--- src/axis_width_pkg.sv ---
// stream widths fixed at build time; metadata fields assume the 128-bit pipeline user layout
`default_nettype none

package axis_width_pkg;

  // data path
  localparam int tdata_width = 512;
  localparam int tkeep_width = tdata_width / 8;

  // pipeline metadata word
  localparam int tuser_width = 128;

  // frame size field in bytes
  localparam int size_lsb    = 0;
  localparam int size_width  = 16;

  // one-hot interface fields
  localparam int src_lsb     = 16;
  localparam int dst_lsb     = 24;
  localparam int port_width  = 8;

  // finished-frame counters wrap at this width
  localparam int count_width = 16;

endpackage

`default_nettype wire

--- src/port_map_pkg.sv ---
// codes cover the two host DMA queues only; MAC interface codes are not defined here
`default_nettype none

package port_map_pkg;

  // one-hot interface numbers carried in the source field
  localparam logic [7:0] qdma0_ifnum = 8'h02;
  localparam logic [7:0] qdma1_ifnum = 8'h08;

  // destination-field bits that steer a frame to a host queue
  localparam int qdma0_dst_bit = 1;
  localparam int qdma1_dst_bit = 3;

  // queue destination word presented to the host
  localparam logic [15:0] qdma0_dst_code = 16'h0001;
  localparam logic [15:0] qdma1_dst_code = 16'h0002;

  // host-to-card arbiter states
  typedef enum logic [1:0] {
    grant_idle,
    grant_q0,
    grant_q1
  } grant_t;

  // card-to-host frame tracking
  typedef enum logic {
    frame_idle,
    frame_body
  } frame_state_t;

endpackage

`default_nettype wire

--- src/h2c_merge.sv ---
// output stream has no ready; the pipeline must accept one beat per cycle
`default_nettype none
`timescale 1ns/10ps

module h2c_merge import axis_width_pkg::*, port_map_pkg::*; (
  input  logic                   axis_aclk,
  input  logic                   axis_rst,
  input  grant_t                 grant,
  input  logic                   take,
  input  logic [tdata_width-1:0] h2c_0_data,
  input  logic [tdata_width-1:0] h2c_1_data,
  input  logic [tkeep_width-1:0] h2c_0_keep,
  input  logic [tkeep_width-1:0] h2c_1_keep,
  input  logic                   h2c_0_last,
  input  logic                   h2c_1_last,
  input  logic [size_width-1:0]  h2c_0_size,
  input  logic [size_width-1:0]  h2c_1_size,
  output logic                   pipe_in_valid,
  output logic [tdata_width-1:0] pipe_in_data,
  output logic [tkeep_width-1:0] pipe_in_keep,
  output logic                   pipe_in_last,
  output logic [tuser_width-1:0] pipe_in_user,
  output logic                   h2c_done
);

  logic                   sel_q1;
  logic [tuser_width-1:0] user_mux;

  assign sel_q1 = (grant == grant_q1);

  // metadata: size and source code, destination and the rest left zero
  always_comb begin
    user_mux = '0;
    user_mux[size_lsb +: size_width] = sel_q1 ? h2c_1_size : h2c_0_size;
    user_mux[src_lsb +: port_width]  = sel_q1 ? qdma1_ifnum : qdma0_ifnum;
  end

  always_ff @(posedge axis_aclk) begin
    if (axis_rst) begin
      pipe_in_valid <= 1'b0;
    end
    else begin
      pipe_in_valid <= take;
    end
  end

  always_ff @(posedge axis_aclk) begin
    if (take) begin
      pipe_in_data <= sel_q1 ? h2c_1_data : h2c_0_data;
      pipe_in_keep <= sel_q1 ? h2c_1_keep : h2c_0_keep;
      pipe_in_last <= sel_q1 ? h2c_1_last : h2c_0_last;
      pipe_in_user <= user_mux;
    end
  end

  assign h2c_done = pipe_in_valid && pipe_in_last;

endmodule

`default_nettype wire

--- config.mk ---
export PLATFORM = sky130hd
export DESIGN_NAME = h2c_merge
export DESIGN_NICKNAME = d
export VERILOG_FILES = /design/src/axis_width_pkg.sv /design/src/port_map_pkg.sv /design/src/h2c_merge.sv
export SDC_FILE = /design/constraint.sdc
export NUM_CORES = 1
export LEC_CHECK = 0
export BUFFER_PORTS_ARGS = -buffer_cell sky130_fd_sc_hd__clkbuf_2
export CAP_MARGIN = 10
export CORE_AREA = 5 5 731 733
export DETAILED_ROUTE_END_ITERATION = 7
export DIE_AREA = 0 0 736 738
export PLACE_DENSITY = 0.3
export SKIP_LAST_GASP = 1
export SLEW_MARGIN = 20
export SYNTH_ARGS = -nofsm -noshare
export SYNTH_HDL_FRONTEND = slang
export SYNTH_SLANG_ARGS = --single-unit
--- constraint.sdc ---
create_clock -name axis_aclk -period 3.8 [get_ports axis_aclk]
set_input_delay 0.38 -clock axis_aclk [delete_from_list [all_inputs] [get_ports axis_aclk]]
set_output_delay 0.38 -clock axis_aclk [all_outputs]
set_load 0.02 [all_outputs]
=== Word level (Yosys, flattened, before mapping) ===
Index checks and enable logic that the tools add are counted.

* Bits in registers: 602
* Word-level logic and storage cells: 12

* Multiplexer cells: 5
* Equality and inequality tests: 1
* Reduce and logical (&&, ||, !) cells: 1

{| class="wikitable"
|+ Operators with widths
! operator !! number
|-
| 512-bit two-way mux || 1
|-
| 64-bit two-way mux || 1
|-
| 16-bit two-way mux || 1
|-
| 4-bit two-way mux || 1
|-
| 2-bit equality test, second input constant || 1
|-
| 1-bit logical AND || 1
|-
| 1-bit two-way mux || 1
|}

=== Depth between registers and ports, before layout ===
* Word-level depth: 2
* Depth in mapped cells: 5
* Depth with buffers taken out: 3

=== Worst setup path after synthesis ===
No wires, ideal clock.

* Path type: in2reg
* Start point: input grant[0]
* End point: register pipe_in_data[100], data pin
* Required time: 3.540 ns
* Path buffers: 2
* Path slack: 2.292 ns
* Arrival time: 1.248 ns
* Cell stages on the path: 5
* Cells stage by stage: nand2b_4 inv_8 buf_12 buf_12 mux2_4

* Cells in the longest elaborated chain, start to end: 2

{| class="wikitable"
|+ Ends and longest elaborated chain
! item !! line !! RTL
|-
| start: declaration || h2c_merge.sv:8 || <nowiki>input grant_t grant,</nowiki>
|-
| 2-bit equality test || h2c_merge.sv:29 || <nowiki>assign sel_q1 = (grant == grant_q1);</nowiki>
|-
| 512-bit two-way mux || h2c_merge.sv:49 || <nowiki>pipe_in_data <= sel_q1 ? h2c_1_data : h2c_0_data;</nowiki>
|-
| end signal: assignment || h2c_merge.sv:49 ||
|-
| end: declaration || h2c_merge.sv:19 || <nowiki>output logic [tdata_width-1:0] pipe_in_data,</nowiki>
|}

Every way passes these cells.
A chain may end at the register's enable or synchronous reset.

=== Final worst setup path ===
* Start point: input grant[1]
* End point: register pipe_in_data[413], data pin

Same word-level chain as after synthesis.

==> results.py <==
metrics = {
    "global_route": {
        "grt_max_degree": 76,
        "grt_pass1_wl_um": 377100,
        "track_usage_pct": 11.30,
        "grt_pass1_vias": 28645,
        "antenna_found_initial": 136,
        "gr-total-overflow": 0,
    },
    "die": {
        "core-area_um2": 527200,
        "die_area_um2": 543200,
        "dieHeight_um": 738,
        "io_pins": 1898,
        "initial_core_util_pct": 5.451,
        "die_w_um": 736,
        "num_rows": 267,
    },
    "synthesis": {
        "synth_cells": 1369,
        "synth_top_cell_area_share_pct": 62.18,
        "ys_seq_area_share_pct": 62.25,
        "syn_area_per_cell_um2": 20.99,
        "yosysWarnings": 0,
        "ys_top_cells_by_area": "edfxtp_1 (62%), mux2_4 (29%), buf_12 (3.8%), buf_4 (3.0%), mux2_2 (1.3%)",
        "synth_cell_types": 13,
        "synth_seq_cells": 596,
        "synth_area_um2": 28740,
        "yosysTopAreaCell": "edfxtp_1",
    },
    "cts": {
        "post_cts_buffers": 0,
        "clock_sinks": 596,
        "cts_tree": "done",
        "cts_htree_levels": 3,
        "cts_resized": 0,
        "cts_buffers": 89,
        "ctsHoldBuffers": 1184,
        "cts_buffer_depth": 4,
        "clkSlewWorstSetupHoldPaths_ps": 60,
        "clockRootBuffer": "clkbuf_16",
    },
    "worst_setup_path": {
        "worstPathRequired_ps": 4330,
        "critPathKind": "primary input to flop",
        "cp_slowest_cell": "dlygate4sd3_1",
        "cpPeakStageDelay_ps": 560,
        "path_max_fanout": 65,
        "critPathBufInv": 5,
        "cp_cell_sequence": "dlygate4sd3_1, clkbuf_2, nand2b_4, clkinv_16, buf_12, mux2_4, dlygate4sd3_1",
        "critPathLaunchType": "primary input",
        "critPathTopFamily": "buffers and inverters",
        "cp.arrival_ps": 3200,
        "crit_top_cell": "dlygate4sd3_1",
        "cp-end-kind": "flop",
    },
    "pwr": {
        "peakVddDrop_v": 0.0003087,
        "finalPower_uw": 22950,
        "powerDensity_nw_per_um2": 382.2,
        "p_leak_uw": 0.02450,
    },
    "sta": {
        "rsz0062_at_grt": "false",
        "max_freq_ghz": 0.3733,
        "hold_viol": 0,
        "fin_crit_ps": 2679,
        "fin_crit_sh_pct": 70.49,
        "drv_slew": 0,
        "setup_viol": 0,
        "fin_tns_setup_ps": 0,
        "slew_headroom_pct": 39.66,
        "worst_slew_pin_slew_ps": 909.0,
    },
    "placement": {
        "finalWeightedCongestion": 0.9162,
        "hpwl_um": 290400,
        "dp_cells": 10126,
        "io_buffers": 1787,
    },
    "routing": {
        "antenna_left": 0,
        "drt_pass1_iterations": 4,
        "drcViolationCount": 0,
        "vias_per_cell": 2.274,
        "num_vias": 26153,
        "wirelength_um": 323200,
        "wl_per_cell_um": 28.11,
        "drt-initial-drc-count": 1297,
    },
    "final_layout": {
        "seqCellArea_um2": 17890,
        "multi_input_area_um2": 9215,
        "fillerInstances": 60436,
        "areaGrowthSynthToFinish_pct": 108.9,
        "final_nets": 5598,
        "drive_gt1_share_pct": 56.82,
        "instances_no_fill": 11499,
    },
    "run_status": {
        "status": "finished, final reports clean",
    },
    "worst_hold_path": {
        "hold_class": "primary input to flop",
    },
    "flow_run": {
        "cap_violations": 0,
    },
}
-- final timing paths --
path	depth (start not counted)	from	slack [ps]	to
setup / recovery	7	grant[1]	1120	pipe_in_data[413]
hold / removal	2	h2c_0_keep[50]	100	pipe_in_keep[50]
-- power breakdown --
group          internal (uW)  switching (uW)
Combinational           2550            3630
Sequential              7970             403
Clock                   4890            3500
Total                  15400            7540
-- flip-flops by register name (all words and copies together) (netlist names) --
name           flops
pipe_in_user      18
pipe_in_data     512
pipe_in_valid      1
pipe_in_keep      64
pipe_in_last       1
-- cell families (layout without fill, tap and decap cells) --
logic type	after synthesis	in the layout	synth area share, %
buffers and inverters	176	3168	7.110
flip-flops	596	596	62.25
AND/OR/NAND/NOR	3	3	0.09145
other	1	145	0.01305
multiplexers	593	593	30.54
-- cell usage after synthesis --
cell type,instances
mux2_2,34
buf_4,113
and2_1,1
edfxtp_1,595
buf_6,6
buf_8,1
nand2b_4,1
inv_8,1
dfxtp_1,1
nor2b_1,1
conb_1,1
mux2_4,559
buf_12,55
-- metrics by stage --
| step | utilization [%] | hold WS, ps | area, um2 | setup WS [ps] |
|---|---|---|---|---|
| floorplan | - | 451.6 | 29150 | 2292 |
| global placement | 8.598 | 555.0 | 45330 | 1445 |
| detailed placement | 8.598 | 567.8 | 45330 | 1442 |
| CTS | 11.37 | 15.39 | 59960 | 1181 |
| global route | 11.38 | 39.85 | 60000 | 1179 |
| finish | 11.39 | 101.2 | 60040 | 1121 |
-- layout make-up --
class	instances	share of cell area, %
Antenna cell	35	0.1459
Clock buffer	109	3.834
Clock inverter	45	0.7918
Inverter	1	0.05001
Multi-Input combinational cell	706	15.35
Sequential cell	596	29.79
Tap cell	6994	14.57
Timing Repair Buffer	3013	35.47
-- placed cells by master, fill, tap and decap left out, types with 20 or more instances in the layout --
| cell | n |
|---|---|
| clkbuf_2 | 1786 |
| dlygate4sd3_1 | 1184 |
| edfxtp_1 | 595 |
| mux2_4 | 559 |
| conb_1 | 110 |
| clkbuf_16 | 89 |
| diode_2 | 35 |
| mux2_2 | 34 |
| buf_4 | 28 |
| clkbuf_1 | 20 |
-- layer usage --
metal,global-route usage (%),vias up,wire length (um)
met4,3.119,36,9871
li1,-,11224,-
met5,0,-,238
met2,16.36,1678,131000
met3,10.92,322,69020
met1,11.43,12893,113100
Note: power is estimated with default switching activity, not from simulation.
