[src/axis_width_pkg.sv]
// stream widths fixed at build time; metadata fields assume the 128-bit pipeline user layout
`default_nettype none

package axis_width_pkg;

  // data path
  localparam int tdata_width = 512;
  localparam int tkeep_width = tdata_width / 8;

  // pipeline metadata word
  localparam int tuser_width = 128;

  // frame size field in bytes
  localparam int size_lsb    = 0;
  localparam int size_width  = 16;

  // one-hot interface fields
  localparam int src_lsb     = 16;
  localparam int dst_lsb     = 24;
  localparam int port_width  = 8;

  // finished-frame counters wrap at this width
  localparam int count_width = 16;

endpackage

`default_nettype wire

[src/port_map_pkg.sv]
// codes cover the two host DMA queues only; MAC interface codes are not defined here
`default_nettype none

package port_map_pkg;

  // one-hot interface numbers carried in the source field
  localparam logic [7:0] qdma0_ifnum = 8'h02;
  localparam logic [7:0] qdma1_ifnum = 8'h08;

  // destination-field bits that steer a frame to a host queue
  localparam int qdma0_dst_bit = 1;
  localparam int qdma1_dst_bit = 3;

  // queue destination word presented to the host
  localparam logic [15:0] qdma0_dst_code = 16'h0001;
  localparam logic [15:0] qdma1_dst_code = 16'h0002;

  // host-to-card arbiter states
  typedef enum logic [1:0] {
    grant_idle,
    grant_q0,
    grant_q1
  } grant_t;

  // card-to-host frame tracking
  typedef enum logic {
    frame_idle,
    frame_body
  } frame_state_t;

endpackage

`default_nettype wire

[src/c2h_dispatch.sv]
// both host queues must be ready for any beat to move, so one slow queue stalls both
`default_nettype none
`timescale 1ns/10ps

module c2h_dispatch import axis_width_pkg::*, port_map_pkg::*; (
  input  logic                   axis_aclk,
  input  logic                   axis_rst,
  input  logic                   pipe_out_valid,
  input  logic [tdata_width-1:0] pipe_out_data,
  input  logic [tkeep_width-1:0] pipe_out_keep,
  input  logic                   pipe_out_last,
  input  logic [tuser_width-1:0] pipe_out_user,
  output logic                   pipe_out_ready,
  input  logic                   c2h_0_ready,
  input  logic                   c2h_1_ready,
  output logic                   c2h_0_valid,
  output logic [tdata_width-1:0] c2h_0_data,
  output logic [tkeep_width-1:0] c2h_0_keep,
  output logic                   c2h_0_last,
  output logic [15:0]            c2h_0_size,
  output logic [15:0]            c2h_0_src,
  output logic [15:0]            c2h_0_dst,
  output logic                   c2h_1_valid,
  output logic [tdata_width-1:0] c2h_1_data,
  output logic [tkeep_width-1:0] c2h_1_keep,
  output logic                   c2h_1_last,
  output logic [15:0]            c2h_1_size,
  output logic [15:0]            c2h_1_src,
  output logic [15:0]            c2h_1_dst,
  output logic                   c2h_0_done,
  output logic                   c2h_1_done
);

  frame_state_t          state;
  logic [port_width-1:0] dst_field;
  logic [size_width-1:0] size_field;
  logic [1:0]            sel;
  logic                  accept;
  logic                  first;
  logic [15:0]           code     [2];
  logic [size_width-1:0] size_q   [2];
  logic [size_width-1:0] size_out [2];

  assign dst_field  = pipe_out_user[dst_lsb +: port_width];
  assign size_field = pipe_out_user[size_lsb +: size_width];

  // both bits set is a broadcast to the two queues
  assign sel[0] = dst_field[qdma0_dst_bit];
  assign sel[1] = dst_field[qdma1_dst_bit];

  assign code[0] = qdma0_dst_code;
  assign code[1] = qdma1_dst_code;

  assign pipe_out_ready = c2h_0_ready && c2h_1_ready;
  assign accept         = pipe_out_valid && pipe_out_ready;
  assign first          = (state == frame_idle);

  always_ff @(posedge axis_aclk) begin
    if (axis_rst) begin
      state <= frame_idle;
    end
    else if (accept) begin
      state <= pipe_out_last ? frame_idle : frame_body;
    end
  end

  // per-queue size, captured from the first beat only
  always_ff @(posedge axis_aclk) begin
    for (int i = 0; i < 2; i++) begin
      if (accept && first && sel[i]) begin
        size_q[i] <= size_field;
      end
    end
  end

  // first beat shows the live size, body beats the held one
  always_comb begin
    for (int i = 0; i < 2; i++) begin
      size_out[i] = first ? size_field : size_q[i];
    end
  end

  // a queue sees valid only while the other queue can take the beat too
  assign c2h_0_valid = pipe_out_valid && sel[0] && c2h_1_ready;
  assign c2h_0_data  = pipe_out_data;
  assign c2h_0_keep  = pipe_out_keep;
  assign c2h_0_last  = pipe_out_last;
  assign c2h_0_size  = size_out[0];
  assign c2h_0_src   = {{(16 - port_width){1'b0}}, pipe_out_user[src_lsb +: port_width]};
  assign c2h_0_dst   = code[0];

  assign c2h_1_valid = pipe_out_valid && sel[1] && c2h_0_ready;
  assign c2h_1_data  = pipe_out_data;
  assign c2h_1_keep  = pipe_out_keep;
  assign c2h_1_last  = pipe_out_last;
  assign c2h_1_size  = size_out[1];
  assign c2h_1_src   = c2h_0_src;
  assign c2h_1_dst   = code[1];

  assign c2h_0_done = accept && pipe_out_last && sel[0];
  assign c2h_1_done = accept && pipe_out_last && sel[1];

endmodule

`default_nettype wire

[config.mk]
export PLATFORM = sky130hd
export DESIGN_NAME = c2h_dispatch
export DESIGN_NICKNAME = d
export VERILOG_FILES = /design/src/axis_width_pkg.sv /design/src/port_map_pkg.sv /design/src/c2h_dispatch.sv
export SDC_FILE = /design/constraint.sdc
export NUM_CORES = 1
export LEC_CHECK = 0
export ABC_AREA = 1
export BUFFER_PORTS_ARGS = -buffer_cell sky130_fd_sc_hd__buf_2
export CORE_AREA = 2 2 755 757
export CTS_BUF_LIST = sky130_fd_sc_hd__clkbuf_8
export DETAILED_ROUTE_END_ITERATION = 10
export DIE_AREA = 0 0 757 759
export GPL_TIMING_DRIVEN = 0
export PLACE_DENSITY_LB_ADDON = 0.05
export SLEW_MARGIN = 15
export SYNTH_ARGS = -nofsm -noshare
export SYNTH_HDL_FRONTEND = slang
export SYNTH_SLANG_ARGS = --single-unit
[constraint.sdc]
create_clock -name axis_aclk -period 2.5 [get_ports axis_aclk]
set_input_delay 0.25 -clock axis_aclk [delete_from_list [all_inputs] [get_ports axis_aclk]]
set_output_delay 0.25 -clock axis_aclk [all_outputs]
set_load 0.01 [all_outputs]
[Yosys cells after proc, flatten, opt, wreduce, memory -nomap -nowiden]
Memory sizes are Yosys's and may differ from the RTL's.
Cells that the tools add are included.
Word-level totals
  logic and storage cells: 22
  RAM bits: 32
  register bits: 1
  memories: 1
  input bits: 710
  output and inout port bits: 1255
Memories
  size_q: depth 2, bits a word 16, rd ports 2, clocked after Yosys merged registers in 0, write ports 2, line c2h_dispatch.sv:41  | logic [size_width-1:0] size_q [2];
Operators by class
  muxes and demuxes: 7
  bitwise operators: 1
  reduce and logical (&&, ||, !) cells: 12
Operators by type and width (number)
  $mux 16: 2
  $logic_and 1x1->1: 12
  $mux 1: 5
  $not 1->1: 1

[Logic depth before layout (Yosys ltp)]
Gate-level depths: netlist (run 1).
  depth in word-level cells: 6
  gate-level depth with buffers: 5
  depth with buffers taken out: 4

[Worst setup path before layout (run 1)]
OpenSTA, ideal clock, no wires.
  path kind: register -> register
  start point: register state
  end point: memory size_q[0][0], enable pin
  setup slack: 0.484 ns
  data arrival time: 1.607 ns
  path buffers: 1
  cell stages (with the launch flop): 3
  data required time: 2.091 ns
  setup time: 0.409 ns
  clock period less this slack: 2.016 ns
  cell sequence: dfxtp_1 > buf_6 > nor3_1
RTL lines
  start: declaration: line c2h_dispatch.sv:34  | frame_state_t state;
  start signal: assignment: line c2h_dispatch.sv:60  | state <= frame_idle;
  start signal: assignment: line c2h_dispatch.sv:63  | state <= pipe_out_last ? frame_idle : frame_body;
  end: declaration: line c2h_dispatch.sv:41

==> reports/qor.yml, run 1 <==
synth:
  synthDistinctLibCells: 14
  yosysWarnings: 0
  synth_top_area_share_pct: 85.9
  avgSynthCellArea_um2: 7.84
  syn-cell-area_um2: 10700
  yosys-top-cells-area: "buf_4 86%, edfxtp_1 9.0%, nand2_1 2.6%, nand2_4 1.1%, inv_1 0.21%"
  ys_seq_elements: 33
  postSynthCellCount: 1359
  yosysSeqAreaShare_pct: 9.21
  yosys.area.top_type: "buf_4"
status:
  status: "completed"
timing:
  relSlewSlack_pct: 55.6
  tightest_slew_ns: 0.662
  period_needed_ns: 1.78
  rsz0062_at_grt: "false"
  post-route-period-util_pct: 71.2
  setup-tns-final_ns: 0
  finalSetupViolations: 0
  fmax_mhz: 562
  fin_worst_skew_ns: 0.00388
  slew_violations: 0
  final-hold-violation-count: 0
clock_tree:
  cts_resized: 0
  cts.sinks: 33
  tritoncts: "yes"
  clk_pin_slew_ns: 0.08
  numCtsBuffers: 5
  insertion_delay_ns: 0.31
  post_cts_buffers: 0
  root_buffer: "clkbuf_8"
  hold_buffers: 0
  cts_htree_levels: 2
  clockBufferDepth: 2
floorplan:
  start_util_pct: 1.88
  die-width_um: 757
  ios: 1965
  fp.dieH_um: 759
  dieArea_um2: 575000
  core_area_um2: 567000
  rows: 277
placed_design:
  port-buffer-count: 1230
  gp_congestion: 0.852
  dpl.hpwl_mm: 266
  placed_area_um2: 26500
layout:
  fillCellCount: 67700
  area_delta_synth_final_pct: 153
  design_area_um2: 26900
  postLayoutCoreUtil_pct: 4.75
  drive_above_1_share_pct: 93.6
  final_cell_mix: "1230 x buf_2, 1223 x buf_4, 75 x nand2_1"
  nets: 3357
  final_common_cell: "buf_2"
route:
  drc: 0
  postRouteAntennaNets: 0
  wl_met1_mm: 78.6
  drt_wl_total_mm: 270
  vias_per_cell: 1.30
  met2_length_mm: 125
  vias: 13500
  dr.pass1.iters: 4
  drt_iter0_drc: 439
  top_layer_used: "met5"
  detail_route.wl_per_cell_um: 26.1
  wl_met3_mm: 57.5
grt:
  grt_start_max_net_pins: 11
  grt_usage_pct: 8.92
  grt_pass1_wl_mm: 296
  grt_antenna_before_repair: 271
  grt_pass1_vias: 12400
  overflow: 0
worst_setup_path:
  crit_path_frequent_cell: "buf_6"
  cp-start-kind: "register"
  cp_slowest_cell: "nor3_2"
  crit_type: "register to register"
  crit_chain: "buf_6 > nor3_2 > buf_6 > buf_4"
  critPathMaxFanout: 8
  cp.arrival_ns: 1.81
  required_ns: 2.53
  worstSetupEndpointType: "register"
  slowest_delay_ns: 0.57
min_path:
  hold_path.class: "primary input to register"
pwr:
  p_per_area_nw_per_um2: 185
  p_total_w: 0.00500
  ir_drop_mv: 0.203
  p_leak_nw: 11.6
flow_run:
  maxCapViolCount: 0
==> per-layer routing <==
metal | vias up | global-route usage [%]
li1 | 5656 | -
met1 | 5780 | 7.51
met4 | 236 | 2.01
met2 | 1340 | 14.9
met3 | 466 | 8.70
met5 | - | 0
==> cell usage after synthesis (all sizes together) <==
cell and instances:
inv 7, edfxtp 32, nand2 85, buf 1222, nand3 1, nor2 6
conb 2, nor3 2, dfxtp 1, clkbuf 1
==> sequential cells by signal, summed over array words and instances, names as in the netlist <==
name    count
size_q     32
state       1
==> final timing paths <==
path / from / depth (start not counted) / endpoint / slack [ns]
min reg2reg: state$_SDFFE_PP0N_ / 5 / state$_SDFFE_PP0N_ / 0.74
min: pipe_out_user[15] / 1 / size_q[0][31]$_DFFE_PP_ / 0.15
max: state$_SDFFE_PP0N_ / 4 / size_q[0][20]$_DFFE_PP_ / 0.72
max reg2reg: state$_SDFFE_PP0N_ / 4 / size_q[0][20]$_DFFE_PP_ / 0.72
==> report_power, final <==
group / switching [W] / internal (W) / leakage, nW
Combinational: 0.00202 / 0.00191 / 11.2
Clock: 0.000255 / 0.000188 / 0.0440
Sequential: 0.00000293 / 0.000618 / 0.299
Total: 0.00228 / 0.00272 / 11.6
==> worst max-delay path, delay by kind of cell, from the launching register on <==
| family | cells | cell delay (ns) |
|---|---|---|
| simple gates | 1 | 0.57 |
| buf+inv | 3 | 0.59 |
| flops | 1 | 0.31 |
==> layout make-up <==
cell class / instances / area, um2 / area share [%]
well taps: 7533 / 9430 / 35.0
plain buffers: 1223 / 9200 / 34.1
repair buffers: 1235 / 6200 / 23.0
flip-flops and latches: 33 / 981 / 3.64
multi-input cells: 142 / 627 / 2.33
diodes: 161 / 403 / 1.49
clock buffers: 5 / 68.8 / 0.255
inverters: 7 / 33.8 / 0.125
clock inverters: 3 / 12.5 / 0.0464
==> through the flow <==
step | setup WS [ns] | cells | hold WS [ns]
3_5_place_dp | 0.581 | 10200 | 0.481
3_3_place_gp | -1.59 | 10200 | 0.477
5_1_grt | 0.609 | 10200 | 0.131
4_1_cts | 0.663 | 10200 | 0.123
2_1_floorplan | 0.484 | 1405 | 0.349
6_report | 0.721 | 10300 | 0.154
==> cells by family after synthesis <==
group                  count (synthesis)  synth area share [%]
flip-flops                            33                  9.21
other                                  2                0.0705
AND/OR/NAND/NOR                       94                  4.10
buffers and inverters               1230                  86.6
(Power assumes the default switching activity.)
==> run 2, diff against run 1 <==
CORE_AREA = 2 2 762 764   (was 2 2 755 757)
DIE_AREA = 0 0 764 766   (was 0 0 757 759)
clock period = 1.5 ns   (was 2.5 ns; I/O delays follow)
==> reports/qor.yml, run 2 (synthesized netlist as in run 1, its figures left out) <==
status:
  status: "completed"
pwr:
  combPwrFrac_pct: 79.1  # +0.4 points
  clkPwrFrac_pct: 8.7  # -0.2 points
  cell_internal_pwr_w: 0.00465  # +71%
  p_total_w: 0.00847  # +70%
  seqPwrFrac_pct: 12.2  # -0.2 points
  power.net_switching_w: 0.00382  # +68%
  p_leak_nw: 11.7  # +1.1%
  ir_drop_mv: 0.316  # +56%
  sw_frac_of_total_pct: 45.1  # -0.48 points
  p_per_area_nw_per_um2: 308  # +66%
layout:
  largest_register: "size_q"
  area_delta_synth_final_pct: 158
  largest_reg_flops: 32  # unchanged
  largest_registers: "size_q (32), state (1)"
  fin_cells: 10500  # +1.3%
  final_common_cell: "buf_4"
  final_cell_mix: "1231 x buf_4, 1202 x buf_2, 48 x conb_1"
  nets: 3364  # +0.21%
  drive_above_1_share_pct: 94.7  # +1.1 points
clock_tree:
  root_buffer: "clkbuf_8"
  clk_pin_slew_ns: 0.08  # about the same
  clockBufferDepth: 2  # unchanged
  numCtsBuffers: 5  # unchanged
  hold_buffers: 0  # unchanged
  cts.sinks: 33  # unchanged
  cts_htree_levels: 2  # unchanged
  tritoncts: "yes"
  insertion_delay_ns: 0.31  # about the same
flow_run:
  maxCapViolCount: 0  # unchanged
timing:
  fin_worst_skew_ns: 0.00568  # +0.00180 ns
  period_needed_ns: 1.49
  post-route-period-util_pct: 99.2
  slew_violations: 0  # unchanged
  final-hold-violation-count: 0  # unchanged
  finalSetupViolations: 0  # unchanged
  fmax_mhz: 672
  timing.hold.ws_ns: 0.0664  # -0.0877 ns
  rsz0062_at_grt: "true"
route:
  drc: 0  # unchanged
  postRouteAntennaNets: 0  # unchanged
  vias_per_cell: 1.29  # -0.69%
  dr.pass1.iters: 4  # unchanged
  detail_route.wl_per_cell_um: 25.8  # -0.95%
  drt_iter0_drc: 348  # -21%
  vias: 13600  # +0.65%
  drt_wl_total_mm: 271  # +0.38%
floorplan:
  dieArea_um2: 585000  # +1.9%
  ios: 1965  # unchanged
  core_area_um2: 576000  # +1.6%
  start_util_pct: 1.85  # -0.030 points
  rows: 279  # +0.72%
  fp.dieH_um: 766  # +0.92%
  die-width_um: 764  # +0.92%
placed_design:
  placed_cells: 10400  # +1.9%
  gp_congestion: 0.868  # +1.9%
  port-buffer-count: 1230  # unchanged
  dpl.hpwl_mm: 266  # about the same
worst_setup_path:
  cp-start-kind: "register"
  cp_slowest_cell: "dfxtp_2"
  slowest_delay_ns: 0.33  # -0.24 ns
  cp.arrival_ns: 1.34  # -0.47 ns
  crit_chain: "buf_12 > inv_16 > buf_16 > nand2_8 > nand2_4 > buf_6"
  worstSetupEndpointType: "primary output"
  crit_type: "register to primary output"
  required_ns: 1.35  # -1.18 ns
  critPathMaxFanout: 8  # unchanged
grt:
  grt_usage_pct: 8.79  # -0.13 points
  grt_antenna_before_repair: 276  # +1.8%
  grt_pass1_wl_mm: 298  # +0.60%
  overflow: 0  # unchanged
  grt_pass1_vias: 12600  # +1.7%
  grt_start_max_net_pins: 11  # unchanged
min_path:
  hold_path.class: "primary input to register"
run 2: path summary, 6_finish.rpt:
check                     startpoint                 endpoint  slack, ns  cells after the start
setup / recovery  state$_SDFFE_PP0N_           c2h_0_size[11]       0.01                      6
hold reg to reg   state$_SDFFE_PP0N_  size_q[0][15]$_DFFE_PP_       0.97                      4
setup reg to reg  state$_SDFFE_PP0N_  size_q[0][16]$_DFFE_PP_       0.17                      4
hold / removal     pipe_out_user[14]  size_q[0][14]$_DFFE_PP_       0.07                      1
run 2: per-stage QoR:
step / instance area [um2] / worst slack [ns] / setup TNS [ns] / utilization (%)
after CTS: 27200 / -0.0595 / -0.574 / 4.72
final: 27500 / 0.0122 / 0 / 4.77
after global placement: 26700 / -1.25 / -38.47 / 4.63
after detailed placement: 26700 / -0.258 / -4.22 / 4.63
after floorplan: 10800 / -0.0352 / -1.13 / -
after global routing: 27300 / -0.0556 / -0.565 / 4.74
run 2: power groups by stage:
stage	Sequential (W)	Clock [W]	Combinational [W]
floorplan	0.00105	0	0.00352
global route	0.00104	0.000826	0.00715
global placement	0.00106	0	0.00692
finish	0.00103	0.000736	0.00670
detailed placement	0.00106	0	0.00680
CTS	0.00104	0.000824	0.00697
run 2: cell type report:
| type | count | area, um2 |
|---|---|---|
| clock inverters | 3 | 12.5 |
| fillers | 68600 | 549000 |
| diodes | 99 | 248 |
| clock buffers | 5 | 68.8 |
| flip-flops and latches | 33 | 982 |
| repair buffers | 1242 | 6440 |
| well taps | 7727 | 9670 |
| inverters | 7 | 42.5 |
| multi-input cells | 142 | 751 |
| plain buffers | 1223 | 9260 |
run 2: timing repair:
action / in CTS / in global routing
buffers inserted: 7 / 2
setup endpoints to repair: 49 / 30
gates cloned: 1 / 0
endpoints found under the hold margin: 0 / 0
pin swaps: 2 / 0
gates resized for setup: 95 / 8
run 2: critical path, delay by kind of cell (launching register included):
kind,cells,cell delay [ns]
buffers and inverters,4,0.52
DFF,1,0.33
and+or+nand+nor,2,0.14
run 2: metal layers:
| metal | up-vias | part of all wire, % | track usage, % |
|---|---|---|---|
| li1 | 5576 | - | - |
| met1 | 5766 | 28 | 7.41 |
| met2 | 1424 | 45 | 14.6 |
| met3 | 525 | 23 | 8.93 |
| met4 | 274 | 2.8 | 1.79 |
| met5 | - | 0.68 | 0 |
==> run 3, diff against run 2 <==
PLACE_DENSITY_LB_ADDON = default   (was 0.05)
==> reports/qor.yml, run 3 (synthesized netlist as in run 1, its figures left out) <==
layout:
  drive_above_1_share_pct: 93.7  # -1.1 points
  fillCellCount: 68500  # -0.17%
  area_delta_synth_final_pct: 157
  final_cell_mix: "1225 x buf_4, 1219 x buf_2, 73 x nand2_1"
  final_common_cell: "buf_4"
  nets: 3358  # -0.18%
  largest_register: "size_q"
  largest_registers: "size_q (32), state (1)"
  seqCellArea_um2: 981  # -0.13%
  largest_reg_flops: 32  # unchanged
  multi_input_area_um2: 649  # -13%
  postLayoutCoreUtil_pct: 4.76  # -0.010 points
route:
  dr.pass1.iters: 5  # +1
  drt_iter0_drc: 1004  # +190%
  drc: 0  # unchanged
  postRouteAntennaNets: 0  # unchanged
  vias_per_cell: 1.45  # +12%
  vias: 15300  # +13%
  detail_route.wl_per_cell_um: 38.6  # +49%
  drt_wl_total_mm: 407  # +50%
grt:
  overflow: 0  # unchanged
  grt_usage_pct: 13.2  # +4.4 points
  grt_antenna_before_repair: 285  # +3.3%
  grt_pass1_wl_mm: 434  # +46%
  grt_start_max_net_pins: 17  # +6
  grt_pass1_vias: 13800  # +9.5%
pwr:
  p_per_area_nw_per_um2: 394  # +28%
  p_leak_nw: 11.7  # -0.51%
  clkPwrFrac_pct: 7.7  # -1.0 points
  combPwrFrac_pct: 82.7  # +3.6 points
  ir_drop_mv: 0.834  # +160%
  sw_frac_of_total_pct: 56.0  # +11 points
  cell_internal_pwr_w: 0.00476  # +2.4%
  power.net_switching_w: 0.00605  # +58%
  seqPwrFrac_pct: 9.6  # -2.6 points
floorplan:
  ios: 1965  # unchanged
  core_area_um2: 576000  # unchanged
  die-width_um: 764  # unchanged
  fp.dieH_um: 766  # unchanged
  dieArea_um2: 585000  # unchanged
  start_util_pct: 1.85  # unchanged
  rows: 279  # unchanged
timing:
  tightest_slew_ns: 0.862
  setup-tns-final_ns: 0  # unchanged
  post-route-period-util_pct: 97.5  # -1.7 points
  period_needed_ns: 1.46  # -0.0260 ns
  fmax_mhz: 684  # +1.8%
  finalSetupViolations: 0  # unchanged
  slew_violations: 0  # unchanged
  fin_worst_skew_ns: 0.00500  # -0.000674 ns
  final-hold-violation-count: 0  # unchanged
  rsz0062_at_grt: "true"
  relSlewSlack_pct: 42.9
clock_tree:
  hold_buffers: 0  # unchanged
  clockBufferDepth: 2  # unchanged
  root_buffer: "clkbuf_8"
  cts_htree_levels: 2  # unchanged
  clk_pin_slew_ns: 0.07  # about the same
  tritoncts: "yes"
  cts.sinks: 33  # unchanged
  insertion_delay_ns: 0.30  # about the same
  numCtsBuffers: 5  # unchanged
placed_design:
  port-buffer-count: 1230  # unchanged
  dpl.hpwl_mm: 394  # +48%
  gp_congestion: 1.47  # +70%
worst_setup_path:
  crit_type: "register to primary output"
  cp.arrival_ns: 1.31  # -0.03 ns
  worstSetupEndpointType: "primary output"
  required_ns: 1.35  # about the same
  cp-start-kind: "register"
  critPathMaxFanout: 9  # +1
min_path:
  hold_path.class: "primary input to register"
status:
  status: "completed"
flow_run:
  maxCapViolCount: 0  # unchanged
run 3: through the flow:
stage | total power, W | cells | worst slack, ns | hold WS [ns] | cell area, um2
finish | 0.0108 | 10500 | 0.0382 | 0.0564 | 27400
CTS | 0.0111 | 10400 | -0.0264 | 0.0529 | 26900
detailed placement | 0.0102 | 10400 | -0.0451 | 0.363 | 26700
global route | 0.0112 | 10500 | -0.0159 | 0.0610 | 27200
floorplan | 0.00458 | 1405 | -0.0352 | 0.249 | 10800
global placement | 0.0102 | 10400 | -0.389 | 0.359 | 26700
run 3: timing repair:
item	CTS	global route
endpoints found under the setup margin	44	33
buffers inserted	2	3
resized for setup	33	3
cloned	0	1
pin swaps	2	1
run 3: area by class of cell:
type / count / area share (%)
diodes: 164 / 1.50
flip-flops and latches: 33 / 3.58
repair buffers: 1236 / 23.2
multi-input cells: 142 / 2.37
well taps: 7727 / 35.3
clock inverters: 3 / 0.137
inverters: 7 / 0.123
clock buffers: 5 / 0.251
plain buffers: 1223 / 33.6
run 3: critical path: stages (launching register included):
cell     delay (ns)
dfxtp_1        0.31
buf_6          0.14
inv_8          0.09
buf_12         0.14
nand2_4        0.05
nand2_1        0.05
buf_4          0.22
run 3: power groups by stage:
| stage | sequential (W) | combinational (W) | clock, W |
|---|---|---|---|
| after floorplan | 0.00105 | 0.00352 | 0 |
| after global placement | 0.00105 | 0.00912 | 0 |
| after detailed placement | 0.00105 | 0.00915 | 0 |
| after CTS | 0.00103 | 0.00923 | 0.000835 |
| after global routing | 0.00104 | 0.00932 | 0.000854 |
| final | 0.00103 | 0.00894 | 0.000831 |
run 3: final timing paths:
path / start / to / slack [ns] / depth (start not counted)
worst max register to register: state$_SDFFE_PP0N_ / size_q[0][12]$_DFFE_PP_ / 0.22 / 4
worst max-delay path: state$_SDFFE_PP0N_ / c2h_1_size[7] / 0.04 / 6
worst min register to register: state$_SDFFE_PP0N_ / state$_SDFFE_PP0N_ / 0.73 / 5
worst min-delay path: pipe_out_user[1] / size_q[0][17]$_DFFE_PP_ / 0.06 / 1
run 3: metal layers:
layer	GRT usage, %	wire, um	part of all wire, %
met1	11.8	126000	31
met2	20.2	172000	42
met5	0.655	2850	0.70
met3	13.4	88400	22
met4	4.33	16800	4.1
