===== src/axis_width_pkg.sv =====
// stream widths fixed at build time; metadata fields assume the 128-bit pipeline user layout
`default_nettype none

package axis_width_pkg;

  // data path
  localparam int tdata_width = 512;
  localparam int tkeep_width = tdata_width / 8;

  // pipeline metadata word
  localparam int tuser_width = 128;

  // frame size field in bytes
  localparam int size_lsb    = 0;
  localparam int size_width  = 16;

  // one-hot interface fields
  localparam int src_lsb     = 16;
  localparam int dst_lsb     = 24;
  localparam int port_width  = 8;

  // finished-frame counters wrap at this width
  localparam int count_width = 16;

endpackage

`default_nettype wire


===== src/frame_counters.sv =====
// counters wrap silently at 2**count_width frames and clear only on reset
`default_nettype none
`timescale 1ns/10ps

module frame_counters import axis_width_pkg::*; (
  input  logic                   axis_aclk,
  input  logic                   axis_rst,
  input  logic                   h2c_done,
  input  logic                   c2h_0_done,
  input  logic                   c2h_1_done,
  output logic [count_width-1:0] h2c_frames,
  output logic [count_width-1:0] c2h_0_frames,
  output logic [count_width-1:0] c2h_1_frames
);

  logic [2:0]             done;
  logic [count_width-1:0] count [3];

  // index 0 is host-to-card, 1 and 2 the card-to-host queues
  assign done = {c2h_1_done, c2h_0_done, h2c_done};

  always_ff @(posedge axis_aclk) begin
    if (axis_rst) begin
      for (int i = 0; i < 3; i++) begin
        count[i] <= '0;
      end
    end
    else begin
      for (int i = 0; i < 3; i++) begin
        if (done[i]) begin
          count[i] <= count[i] + 1'b1;
        end
      end
    end
  end

  assign h2c_frames   = count[0];
  assign c2h_0_frames = count[1];
  assign c2h_1_frames = count[2];

endmodule

`default_nettype wire


===== config.mk =====
export PLATFORM = sky130hd
export DESIGN_NAME = frame_counters
export DESIGN_NICKNAME = d
export VERILOG_FILES = /design/src/axis_width_pkg.sv /design/src/frame_counters.sv
export SDC_FILE = /design/constraint.sdc
export NUM_CORES = 1
export LEC_CHECK = 0
export BUFFER_PORTS_ARGS = -buffer_cell sky130_fd_sc_hd__clkbuf_2
export CORE_MARGIN = 2
export CORE_UTILIZATION = 54
export CTS_CLUSTER_DIAMETER = 60
export DETAILED_ROUTE_END_ITERATION = 7
export PLACE_DENSITY = 0.85
export SYNTH_ARGS = -nofsm -noshare
export SYNTH_HDL_FRONTEND = slang
export SYNTH_SLANG_ARGS = --single-unit

===== constraint.sdc =====
create_clock -name axis_aclk -period 2.35 [get_ports axis_aclk]
set_clock_uncertainty 0.05 [all_clocks]
set_input_delay 0.47 -clock axis_aclk [delete_from_list [all_inputs] [get_ports axis_aclk]]
set_output_delay 0.47 -clock axis_aclk [all_outputs]
set_load 0.01 [all_outputs]

Word level (Yosys, flattened, before mapping):

Memories as Yosys holds them, arrays and structs flattened.
Index checks and enable logic that the tools add are counted.

* register bits after elaboration: 0
* latch bits: 0
* bits in writable memories: 48
* bits in read-only memories: 0
* output and inout port bits: 48
* memories: 1

* add/sub/neg operators: 3
* multipliers: 0
* divide/modulo/power cells: 0
* $lt $le $gt $ge: 0
* equal/unequal tests: 0
* shifts and indexed selects: 0
* multiplexer cells: 14
* bitwise logic cells: 3
* reduce and logical (&&, ||, !) cells: 0

Memories
* count: words 3, bits a word 16, rd ports 3, clocked after memory_dff 0, write ports 3, line frame_counters.sv:17 `logic [count_width-1:0] count [3];`

Operators with widths (count)
* adder 16 x 1 -> 16 bit, second input constant: 3
* 2-to-1 mux 16 bit: 3
* 2-to-1 mux 1 bit: 11
* bitwise OR 1 bit: 3

Longest topological paths before layout:

Gate-level depths: netlist (run 1).

* word-level depth: 4
* depth in mapped cells: 5
* mapped depth without buffers: 5

Worst setup path after synthesis (run 1):

Ideal clock, no wire load.

* kind: register to register
* start: memory count[1][0], in the netlist count[0][16]
* end: memory count[1][14], in the netlist count[0][30] (data pin)
* library setup time: 0.255 ns
* arrival time: 1.549 ns
* data required time: 2.045 ns
* slack: 0.495 ns
* stages on the path, launching flop included: 6
* buffers on the path: 0
* clock period less this slack: 1.855 ns
* path through: edfxtp_1 -> ha_1 -> and4_1 -> or4b_4 -> xor2_1 -> nor2_2

RTL lines (line)
* start, declared: frame_counters.sv:17

==> results of run 1 <==
[stage by stage]
| stage | cells | total power (µW) | setup slack [ns] | instance area [µm²] |
|---|---|---|---|---|
| final | 330 | 1840 | 0.419 | 2900 |
| after floorplan | 223 | 1270 | 0.495 | 2500 |
| after global placement | 322 | 1380 | 0.494 | 2820 |
| after global routing | 330 | 1920 | 0.318 | 2900 |
| after detailed placement | 322 | 1390 | 0.414 | 2820 |
| after CTS | 330 | 1850 | 0.398 | 2900 |
[report_power, final]
| part | switching, µW | internal, µW |
|---|---|---|
| combinational | 140 | 108 |
| sequential | 90.8 | 1030 |
| clock | 266 | 202 |
[critical path, delay by kind of cell, from the launching register on]
| kind | cells | cell delay [ns] |
|---|---|---|
| and+or+nand+nor | 3 | 0.82 |
| adders and majority gates | 1 | 0.23 |
| xor gates and xnor gates | 1 | 0.17 |
| DFF | 1 | 0.41 |
[cell type report]
type                            instances  area (µm²)  share of cell area, %
Clock buffer                            5        68.8                   2.37
Sequential cell                        48        1440                   49.7
Multi-Input combinational cell        165        1010                   35.0
Tap cell                               52        65.1                   2.24
Clock inverter                          3        13.8                  0.475
Timing Repair Buffer                   53         280                   9.67
Inverter                                4        15.0                  0.518
[path summary, 6_finish.rpt]
path / start / end / slack [ns] / cells past startpoint
max: count[0][16]$_SDFFCE_PP0P_ / count[0][30]$_SDFFCE_PP0P_ / 0.42 / 5
min reg2reg: count[0][32]$_SDFFCE_PP0P_ / count[0][32]$_SDFFCE_PP0P_ / 0.60 / 1
max reg2reg: count[0][16]$_SDFFCE_PP0P_ / count[0][30]$_SDFFCE_PP0P_ / 0.42 / 5
min: axis_rst / count[0][31]$_SDFFCE_PP0P_ / 0.60 / 3
[Yosys cell counts, drive strengths merged]
cell and number:
edfxtp 48, nor2 47, xor2 20, xnor2 18, nand3 14, nand4 14
nand2 11, nor3 7, and4 6, nor4 5, and2 4, buf 4
inv 4, or2 4, or3 4, ha 3, a21oi 2, clkbuf 2
mux2i 2, o21ai 2, and3 1, or4b 1
[cells by family after synthesis]
kind of cell / share of synthesized area [%]
flip-flops: 57.6
AND/OR/NAND/NOR: 24.2
adder cells (fa/ha/maj): 1.50
multiplexers: 0.800
buffers and inverters: 1.80
XOR/XNOR: 13.3
AO/OA/AOI/OAI: 0.800
[layer usage]
layer	routed length (µm)	part of all wire (%)	vias up	global-route usage [%]
li1	-	-	910	-
met1	2080	44	899	25.4
met2	2270	48	58	32.2
met3	296	6.3	7	4.17
met4	72	1.5	0	6.50
met5	0	0	-	0
==> flow_metrics.py, run 1 <==
metrics = {
    "status": {
        "outcome": "complete, no violations",
    },
    "synthesis": {
        "synthesized_instance_count": 223,
        "post_synth_instance_area_um2": 2500,
        "synth_largest_type_area_fraction_pct": 57.6,
        "syn_area_per_cell_um2": 11.2,
        "ys_warnings": 0,
        "synth_fp_nets": 231,
        "synth_seq_area_share_pct": 57.6,
        "ys_types": 27,
        "flip_flop_and_latch_count_after_synthesis": 48,
        "synth.largest_area_cell": "sky130_fd_sc_hd__edfxtp_1",
        "ys_top_cells_by_area": "sky130_fd_sc_hd__edfxtp_1 58%, sky130_fd_sc_hd__xor2_1 7.0%, sky130_fd_sc_hd__nor2_1 6.9%, sky130_fd_sc_hd__xnor2_1 6.3%, sky130_fd_sc_hd__nand4_1 3.3%",
    },
    "floorplanning": {
        "die_x_um": 72.1,
        "number_of_top_level_pins": 53,
        "start_util_pct": 56.7,
        "die_area_um2": 5190,
        "vertical_die_dimension_um": 72.1,
        "core_area_um2": 4410,
        "floorplan.rows": 24,
    },
    "worst_setup_path": {
        "critical_path.endpoint_type": "flip-flop",
        "cp_cell_sequence": "ha_1 -> and4_1 -> or4b_4 -> xor2_1 -> nor2_2",
        "worst_path_largest_cell_delay_ns": 0.48,
        "critical-path-slowest-cell": "sky130_fd_sc_hd__or4b_4",
        "critical_path.startpoint_type": "flip-flop",
        "timing.setup.critical_path_class": "flip-flop to flip-flop",
        "critical_path_arrival_ns": 1.94,
        "timing.critical_path.fanout_max": 5,
        "cp.required_ns": 2.35,
    },
    "route": {
        "ant_nets": 0,
        "drt-total-wl_um": 4720,
        "drcViolationCount": 0,
        "total_via_count_after_detailed_routing": 1874,
        "drt_pass1_iterations": 4,
        "initialDrtViolationCount": 108,
        "routedWlPerCell_um": 14.3,
        "routed_vias_inst": 5.68,
    },
    "final_layout": {
        "area.growth.synth_to_final_pct": 15.9,
        "regMostFlops": "count",
        "filler_instances": 341,
        "insertedDiodeCount": 0,
        "layout_commonest_cell": "sky130_fd_sc_hd__clkbuf_2",
        "largestRegisters": "count: 48 flops",
        "design.final.nets": 285,
        "layout_common_cells": "52 x sky130_fd_sc_hd__clkbuf_2, 48 x sky130_fd_sc_hd__edfxtp_1, 46 x sky130_fd_sc_hd__nor2_1",
        "largest_reg_flops": 48,
        "drive_gt1_share_pct": 24.8,
        "post-route-util_pct": 65.7,
    },
    "timing": {
        "slew_viol_final": 0,
        "tightest_slew_ns": 0.443,
        "timing_hold_violations_final": 0,
        "achievable_frequency_ghz": 0.518,
        "timing.final.crit_share_pct": 82.2,
        "setup-tns-final_ns": 0,
        "finalSetupViolCount": 0,
        "hold_slack_ns": 0.595,
        "unrepaired_setup_endpoints_after_global_routing": "no",
        "final_period_minus_worst_setup_slack_ns": 1.93,
        "timing.max_slew.rel_slack_pct": 70.2,
    },
    "clock_network": {
        "cts.clk_slew.worst_paths_ns": 0.09,
        "worstSkewPairLatency_ns": 0.30,
        "ctsResizeCount": 0,
        "cts_inserted_buffers": 5,
        "cts_root_buffer": "sky130_fd_sc_hd__clkbuf_8",
        "holdBufCountCts": 0,
        "cts_buffer_depth": 2,
        "cts_tree": "yes",
        "cts_setup_buffers": 0,
        "cts.sinks": 48,
        "cts_max_level": 2,
    },
    "flow_run": {
        "max_cap_violations": 0,
    },
    "min_path": {
        "hold_class": "primary input to flip-flop",
    },
    "grt": {
        "first_global_vias": 1724,
        "grt-ovfl-total": 0,
        "wire_length_of_the_first_global_routing_pass_um": 7820,
        "grt_usage_pct": 19.4,
        "antenna_found_initial": 0,
        "pin_count_of_the_biggest_net_entering_global_routing": 30,
    },
    "placed_design": {
        "gp_congestion": 0.857,
        "place.detailed.hpwl_um": 3320,
        "io_buffer_count": 52,
    },
    "pwr": {
        "power.ir.vdd_worst_uv": 297,
        "power-per-cell-area_nw_per_um2": 634,
        "reported_leakage_power_uw": 0.00112,
    },
}
Power figures use the tool's default switching activity.
==> inputs of run 2 (changes only) <==
- ABC_AREA: not set -> 1
- CORE_UTILIZATION: 54 -> 50
- PLACE_DENSITY: 0.85 -> 0.82
- clock period: 2.35 -> 1.5 ns (I/O delays scaled with it)
==> run 2 against run 1 <==
Against the previous run: wire length is 30% higher; first-iteration DRC count up 2.8%; clock-buffer cell count stayed put; sequential power grew 54%; critical path depth is 1 higher; hold slack lost 0.15 ns; combinational power up 120%; core utilization is 1.1 points lower; critical endpoint is now count[0][8]$_SDFFCE_PP0P_.
==> flow_metrics.py, run 2 <==
metrics = {
    "synthesis": {
        "synth-main-ff-cell": "sky130_fd_sc_hd__edfxtp_1",
        "number_of_enable_flip_flop_cells_after_synthesis": 48,
        "synth.largest_area_cell": "sky130_fd_sc_hd__edfxtp_1",
        "post_synth_instance_area_um2": 2820,
        "postSynth.asyncResetShare_pct": 0,
        "ys_top_cells_by_area": "sky130_fd_sc_hd__edfxtp_1 51%, sky130_fd_sc_hd__nand2_1 14%, sky130_fd_sc_hd__nor2_1 11%, sky130_fd_sc_hd__inv_1 5.9%, sky130_fd_sc_hd__o21bai_1 2.4%",
        "ys_types": 24,
        "ys_warnings": 0,
        "synth_largest_type_area_fraction_pct": 51.1,
        "synth_seq_area_share_pct": 51.1,
        "syn_area_per_cell_um2": 7.93,
        "synth_fp_nets": 364,
        "post_synth_most_frequent_cells": "103 x sky130_fd_sc_hd__nand2_1, 83 x sky130_fd_sc_hd__nor2_1, 48 x sky130_fd_sc_hd__edfxtp_1, 44 x sky130_fd_sc_hd__inv_1",
        "synthesized_instance_count": 356,
        "flip_flop_and_latch_count_after_synthesis": 48,
        "synth.most_common_cell": "sky130_fd_sc_hd__nand2_1",
    },
    "route": {
        "ant_nets": 0,
        "routed_vias_inst": 4.84,
        "routedWlPerCell_um": 12.0,
        "initialDrtViolationCount": 111,
        "drt-total-wl_um": 6120,
        "total_via_count_after_detailed_routing": 2469,
        "drt_pass1_iterations": 4,
        "drcViolationCount": 0,
    },
    "worst_setup_path": {
        "critical_path.endpoint_type": "flip-flop",
        "timing.critical_path.fanout_max": 6,
        "timing.setup.critical_path_class": "flip-flop to flip-flop",
        "r2r_slack_ns": 0.02,
        "critical_path.startpoint_type": "flip-flop",
        "critical_path_arrival_ns": 1.59,
        "cp.required_ns": 1.61,
    },
    "placed_design": {
        "place.detailed.hpwl_um": 4510,
        "placement.cell_area_um2": 3320,
        "io_buffer_count": 52,
        "gp_congestion": 0.861,
    },
    "clock_network": {
        "cts_inserted_buffers": 5,
        "cts_tree": "yes",
        "cts.clk_slew.worst_paths_ns": 0.09,
        "holdBufCountCts": 0,
        "cts_buffer_depth": 2,
        "cts.sinks": 48,
        "cts_root_buffer": "sky130_fd_sc_hd__clkbuf_8",
        "cts_max_level": 2,
        "worstSkewPairLatency_ns": 0.30,
    },
    "floorplanning": {
        "vertical_die_dimension_um": 79.1,
        "start_util_pct": 51.6,
        "die_area_um2": 6260,
        "floorplan.rows": 27,
        "die_x_um": 79.1,
        "number_of_top_level_pins": 53,
        "core_area_um2": 5470,
    },
    "final_layout": {
        "largest_reg_flops": 48,
        "drive_gt1_share_pct": 26.9,
        "largestRegisters": "count: 48 flops",
        "regMostFlops": "count",
        "area.growth.synth_to_final_pct": 25.3,
        "design.final.nets": 445,
        "layout_common_cells": "101 x sky130_fd_sc_hd__nand2_1, 70 x sky130_fd_sc_hd__nor2_1, 52 x sky130_fd_sc_hd__clkbuf_2",
        "insertedDiodeCount": 0,
        "postLayoutCellArea_um2": 3540,
        "layout_commonest_cell": "sky130_fd_sc_hd__nand2_1",
    },
    "grt": {
        "antenna_found_initial": 0,
        "wire_length_of_the_first_global_routing_pass_um": 10000,
        "first_global_vias": 2270,
        "grt_usage_pct": 20.1,
        "pin_count_of_the_biggest_net_entering_global_routing": 17,
        "grt-ovfl-total": 0,
    },
    "timing": {
        "final_period_minus_worst_setup_slack_ns": 1.48,
        "timing.max_slew.rel_slack_pct": 79.8,
        "tightest_slew_ns": 0.301,
        "timing_hold_violations_final": 0,
        "slew_viol_final": 0,
        "achievable_frequency_ghz": 0.675,
        "timing.final.crit_share_pct": 98.8,
        "setup-tns-final_ns": 0,
        "unrepaired_setup_endpoints_after_global_routing": "yes",
        "finalSetupViolCount": 0,
        "hold_slack_ns": 0.441,
    },
    "pwr": {
        "power-per-cell-area_nw_per_um2": 860,
        "reported_leakage_power_uw": 0.00159,
        "power.ir.vdd_worst_uv": 680,
        "power_uw": 3040,
    },
    "status": {
        "outcome": "complete, no violations",
    },
    "min_path": {
        "hold_class": "primary input to flip-flop",
    },
    "flow_run": {
        "max_cap_violations": 0,
    },
}
==> run 2: changes by cell type after synthesis, moves of 9 or more <==
cell                       change
sky130_fd_sc_hd__inv_1        +40
sky130_fd_sc_hd__nor2_1       +37
sky130_fd_sc_hd__xor2_1       -17
sky130_fd_sc_hd__xnor2_1      -13
sky130_fd_sc_hd__nand2_1      +92
sky130_fd_sc_hd__nand4_1      -10
sky130_fd_sc_hd__a21oi_1      +11
sky130_fd_sc_hd__o21bai_1      +9
==> run 2: cells by family (layout without fill, tap and decap cells) <==
group / count (synthesis) / in the layout / synth area share [%]
AOI/OAI and AO/OA: 27 / 27 / 5.72
xor gates and xnor gates: 8 / 8 / 2.48
adders and majority gates: 3 / 3 / 1.33
DFF: 48 / 48 / 51.1
buffers and inverters: 49 / 131 / 7.09
and+or+nand+nor: 221 / 221 / 32.3
==> run 2: layer usage <==
layer  vias to the layer above  GRT usage [%]  part of all wire (%)
met5                         -              0                     0
met4                         0           6.21                   1.2
met1                      1106           26.8                    45
met3                         9           3.30                   4.8
li1                       1290              -                     -
met2                        64           33.7                    49
==> run 2: critical path: stages, from the launching register on <==
cell                       delay (ns)
sky130_fd_sc_hd__edfxtp_1        0.43
sky130_fd_sc_hd__ha_2            0.22
sky130_fd_sc_hd__nand2_2         0.07
sky130_fd_sc_hd__nor2_4          0.13
sky130_fd_sc_hd__nand2_2         0.11
sky130_fd_sc_hd__or2_0           0.21
sky130_fd_sc_hd__a21oi_1         0.12
==> run 2: timing repair <==
action                     4_1_cts  5_1_grt
setup endpoints to repair        2       26
pin swaps                        2        4
setup buffers                    3        4
resized for setup                1       23
==> run 2: where the power goes <==
| group | total (µW) | internal, µW | switching [µW] |
|---|---|---|---|
| sequential | 1730 | 1610 | 121 |
| combinational | 556 | 246 | 310 |
| clock | 753 | 318 | 435 |
| total | 3040 | 2180 | 866 |
==> run 2: final timing paths <==
path,startpoint,cells past startpoint,endpoint
worst max-delay path,count[0][1]$_SDFFCE_PP0P_,6,count[0][8]$_SDFFCE_PP0P_
worst min-delay path,c2h_1_done,4,count[0][37]$_SDFFCE_PP0P_
worst max register to register,count[0][1]$_SDFFCE_PP0P_,6,count[0][8]$_SDFFCE_PP0P_
worst min register to register,count[0][15]$_SDFFCE_PP0P_,2,count[0][15]$_SDFFCE_PP0P_
==> run 2: area by class of cell <==
cell class | instances | area [µm²]
timing repair buffer | 79 | 492
clock buffer | 5 | 68.8
sequential | 48 | 1440
clock inverter | 3 | 13.8
tap | 72 | 90.1
multi-input combinational | 259 | 1260
fill | 502 | 1940
inverter | 44 | 165
==> run 2: per-stage QoR <==
step / cells / setup slack (ns) / util, %
floorplan: 356 / 0.0238 / -
global placement: 495 / 0.0499 / 60.7
detailed placement: 495 / 0.00467 / 60.7
CTS: 506 / 0.00901 / 62.6
global route: 510 / -0.0885 / 64.6
finish: 510 / 0.0176 / 64.6
==> inputs of run 3 (changes only) <==
- CAP_MARGIN: not set -> 15
- CORE_MARGIN: 2 -> not set
- MAX_ROUTING_LAYER: not set -> met4
==> run 3 against run 2 <==
Against the previous run: the run now ends with negative setup slack left; via count grew 4.6%; flip-flop and latch count unchanged; clock power increased by 27%; sequential share of layout area shrank 0.31 points; die area shrank 5.0%; highest routed layer unchanged.
==> flow_metrics.py, run 3 (synthesis results as in run 2) <==
metrics = {
    "status": {
        "outcome": "complete, but fails checks",
        "violated_checks": "negative setup slack",
    },
    "clock_network": {
        "cts_buffer_depth": 2,
        "holdBufCountCts": 0,
        "cts_max_level": 2,
        "cts_inserted_buffers": 5,
        "cts_root_buffer": "sky130_fd_sc_hd__clkbuf_8",
        "cts.sinks": 48,
        "worstSkewPairLatency_ns": 0.30,
        "cts.clk_slew.worst_paths_ns": 0.09,
        "cts_tree": "yes",
    },
    "worst_setup_path": {
        "timing.critical_path.fanout_max": 3,
        "regToRegStartpoint": "count[0][1]$_SDFFCE_PP0P_",
        "critical_path.startpoint_type": "flip-flop",
        "critical-path-slowest-cell": "sky130_fd_sc_hd__edfxtp_1",
        "cp.required_ns": 1.51,
        "timing.setup.critical_path_class": "flip-flop to flip-flop",
        "reg2regPathDepth": 8,
        "worst_path_largest_cell_delay_ns": 0.41,
        "critical_path_arrival_ns": 1.51,
        "setup.worst_path.start": "count[0][1]$_SDFFCE_PP0P_",
        "critical_path.endpoint_type": "flip-flop",
        "cp_cell_sequence": "ha_2 -> nand2_2 -> nor2_4 -> nand2_2 -> nor2_2 -> nand2_1 -> nand2_1 -> nor2_1",
    },
    "placed_design": {
        "worst_slack_at_placement_ns": -0.00118,
        "place.detailed.hpwl_um": 4590,
        "gp_congestion": 0.888,
        "io_buffer_count": 52,
    },
    "route": {
        "initialDrtViolationCount": 140,
        "ant_nets": 0,
        "drcViolationCount": 0,
        "drt-total-wl_um": 6290,
        "total_via_count_after_detailed_routing": 2582,
        "routedWlPerCell_um": 12.4,
        "routed_vias_inst": 5.09,
        "drt_pass1_iterations": 5,
    },
    "final_layout": {
        "design.final.nets": 444,
        "largestRegisters": "count: 48 flops",
        "area.growth.synth_to_final_pct": 26.3,
        "largest_reg_flops": 48,
        "drive_gt1_share_pct": 26.8,
        "layout_common_cells": "101 x sky130_fd_sc_hd__nand2_1, 72 x sky130_fd_sc_hd__nor2_1, 52 x sky130_fd_sc_hd__clkbuf_2",
        "layout_commonest_cell": "sky130_fd_sc_hd__nand2_1",
        "regMostFlops": "count",
        "insertedDiodeCount": 0,
        "post-route-util_pct": 67.6,
    },
    "floorplanning": {
        "die_x_um": 77.1,
        "core_area_um2": 5270,
        "number_of_top_level_pins": 53,
        "start_util_pct": 53.5,
        "die_area_um2": 5950,
        "vertical_die_dimension_um": 77.1,
        "floorplan.rows": 26,
    },
    "flow_run": {
        "max_cap_violations": 0,
    },
    "grt": {
        "grt_usage_pct": 22.0,
        "wire_length_of_the_first_global_routing_pass_um": 10300,
        "pin_count_of_the_biggest_net_entering_global_routing": 17,
        "first_global_vias": 2282,
        "antenna_found_initial": 0,
        "grt-ovfl-total": 0,
    },
    "timing": {
        "timing.max_slew.rel_slack_pct": 82.8,
        "slew_viol_final": 0,
        "finalSetupViolCount": 1,
        "timing_hold_violations_final": 0,
        "timing.final.crit_share_pct": 100,
        "unrepaired_setup_endpoints_after_global_routing": "yes",
        "setup-tns-final_ns": -0.00404,
        "postLayoutSetupSlackWorst_ns": -0.00404,
        "achievable_frequency_ghz": 0.665,
        "final_period_minus_worst_setup_slack_ns": 1.50,
        "tightest_slew_ns": 0.256,
    },
    "pwr": {
        "power_uw": 3250,
        "power.ir.vdd_worst_uv": 585,
        "reported_leakage_power_uw": 0.00161,
        "power-per-cell-area_nw_per_um2": 911,
    },
    "min_path": {
        "min-delay-start": "c2h_1_done",
        "hold_class": "primary input to flip-flop",
        "number_of_cells_on_the_worst_hold_path": 4,
    },
}
-- run 3: final cells by class --
class / instances / area (µm²)
clock buffers: 5 / 68.8
clock inverters: 3 / 46.3
fillers: 460 / 1710
inverters: 44 / 165
multi-input cells: 259 / 1270
flip-flops and latches: 48 / 1440
well taps: 70 / 87.6
repair buffers: 78 / 480
-- run 3: worst paths after layout --
check / slack (ns) / to
worst min-delay path: 0.46 / count[0][39]$_SDFFCE_PP0P_
worst max register to register: -0.004 / count[0][14]$_SDFFCE_PP0P_
worst max-delay path: -0.004 / count[0][14]$_SDFFCE_PP0P_
worst min register to register: 0.58 / count[0][15]$_SDFFCE_PP0P_
-- run 3: where the power goes --
part	internal, µW	total (µW)	switching [µW]	leakage, µW
Combinational	246	562	315	0.00103
Clock	503	953	450	0.0000548
Sequential	1610	1730	122	0.000528
-- run 3: stage by stage --
step / instance area, µm² / instances / hold slack, ns
after floorplan: 2830 / 356 / 0.590
after global placement: 3320 / 493 / 0.553
after detailed placement: 3320 / 493 / 0.563
after CTS: 3450 / 503 / 0.449
after global routing: 3560 / 507 / 0.485
final: 3560 / 507 / 0.458
-- run 3: timing repair --
action / in CTS / in global routing
buffers inserted: 2 / 4
gates resized for setup: 0 / 25
endpoints found under the setup margin: 1 / 23
pin swaps: 0 / 11
-- run 3: layer usage --
layer | track usage, % | part of all wire (%) | up-vias | wire [µm]
met1 | 27.9 | 43 | 1214 | 2700
met4 | 3.58 | 0.49 | 0 | 31
met2 | 38.0 | 52 | 71 | 3300
li1 | - | - | 1293 | -
met3 | 2.98 | 4.1 | 4 | 259
met5 | - | 0 | - | 0
-- run 3: critical path, delay by kind of cell, from the launching register on --
| kind | cells | cell delay [ns] |
|---|---|---|
| flops | 1 | 0.41 |
| simple gates | 7 | 0.59 |
| fa+ha+maj | 1 | 0.21 |
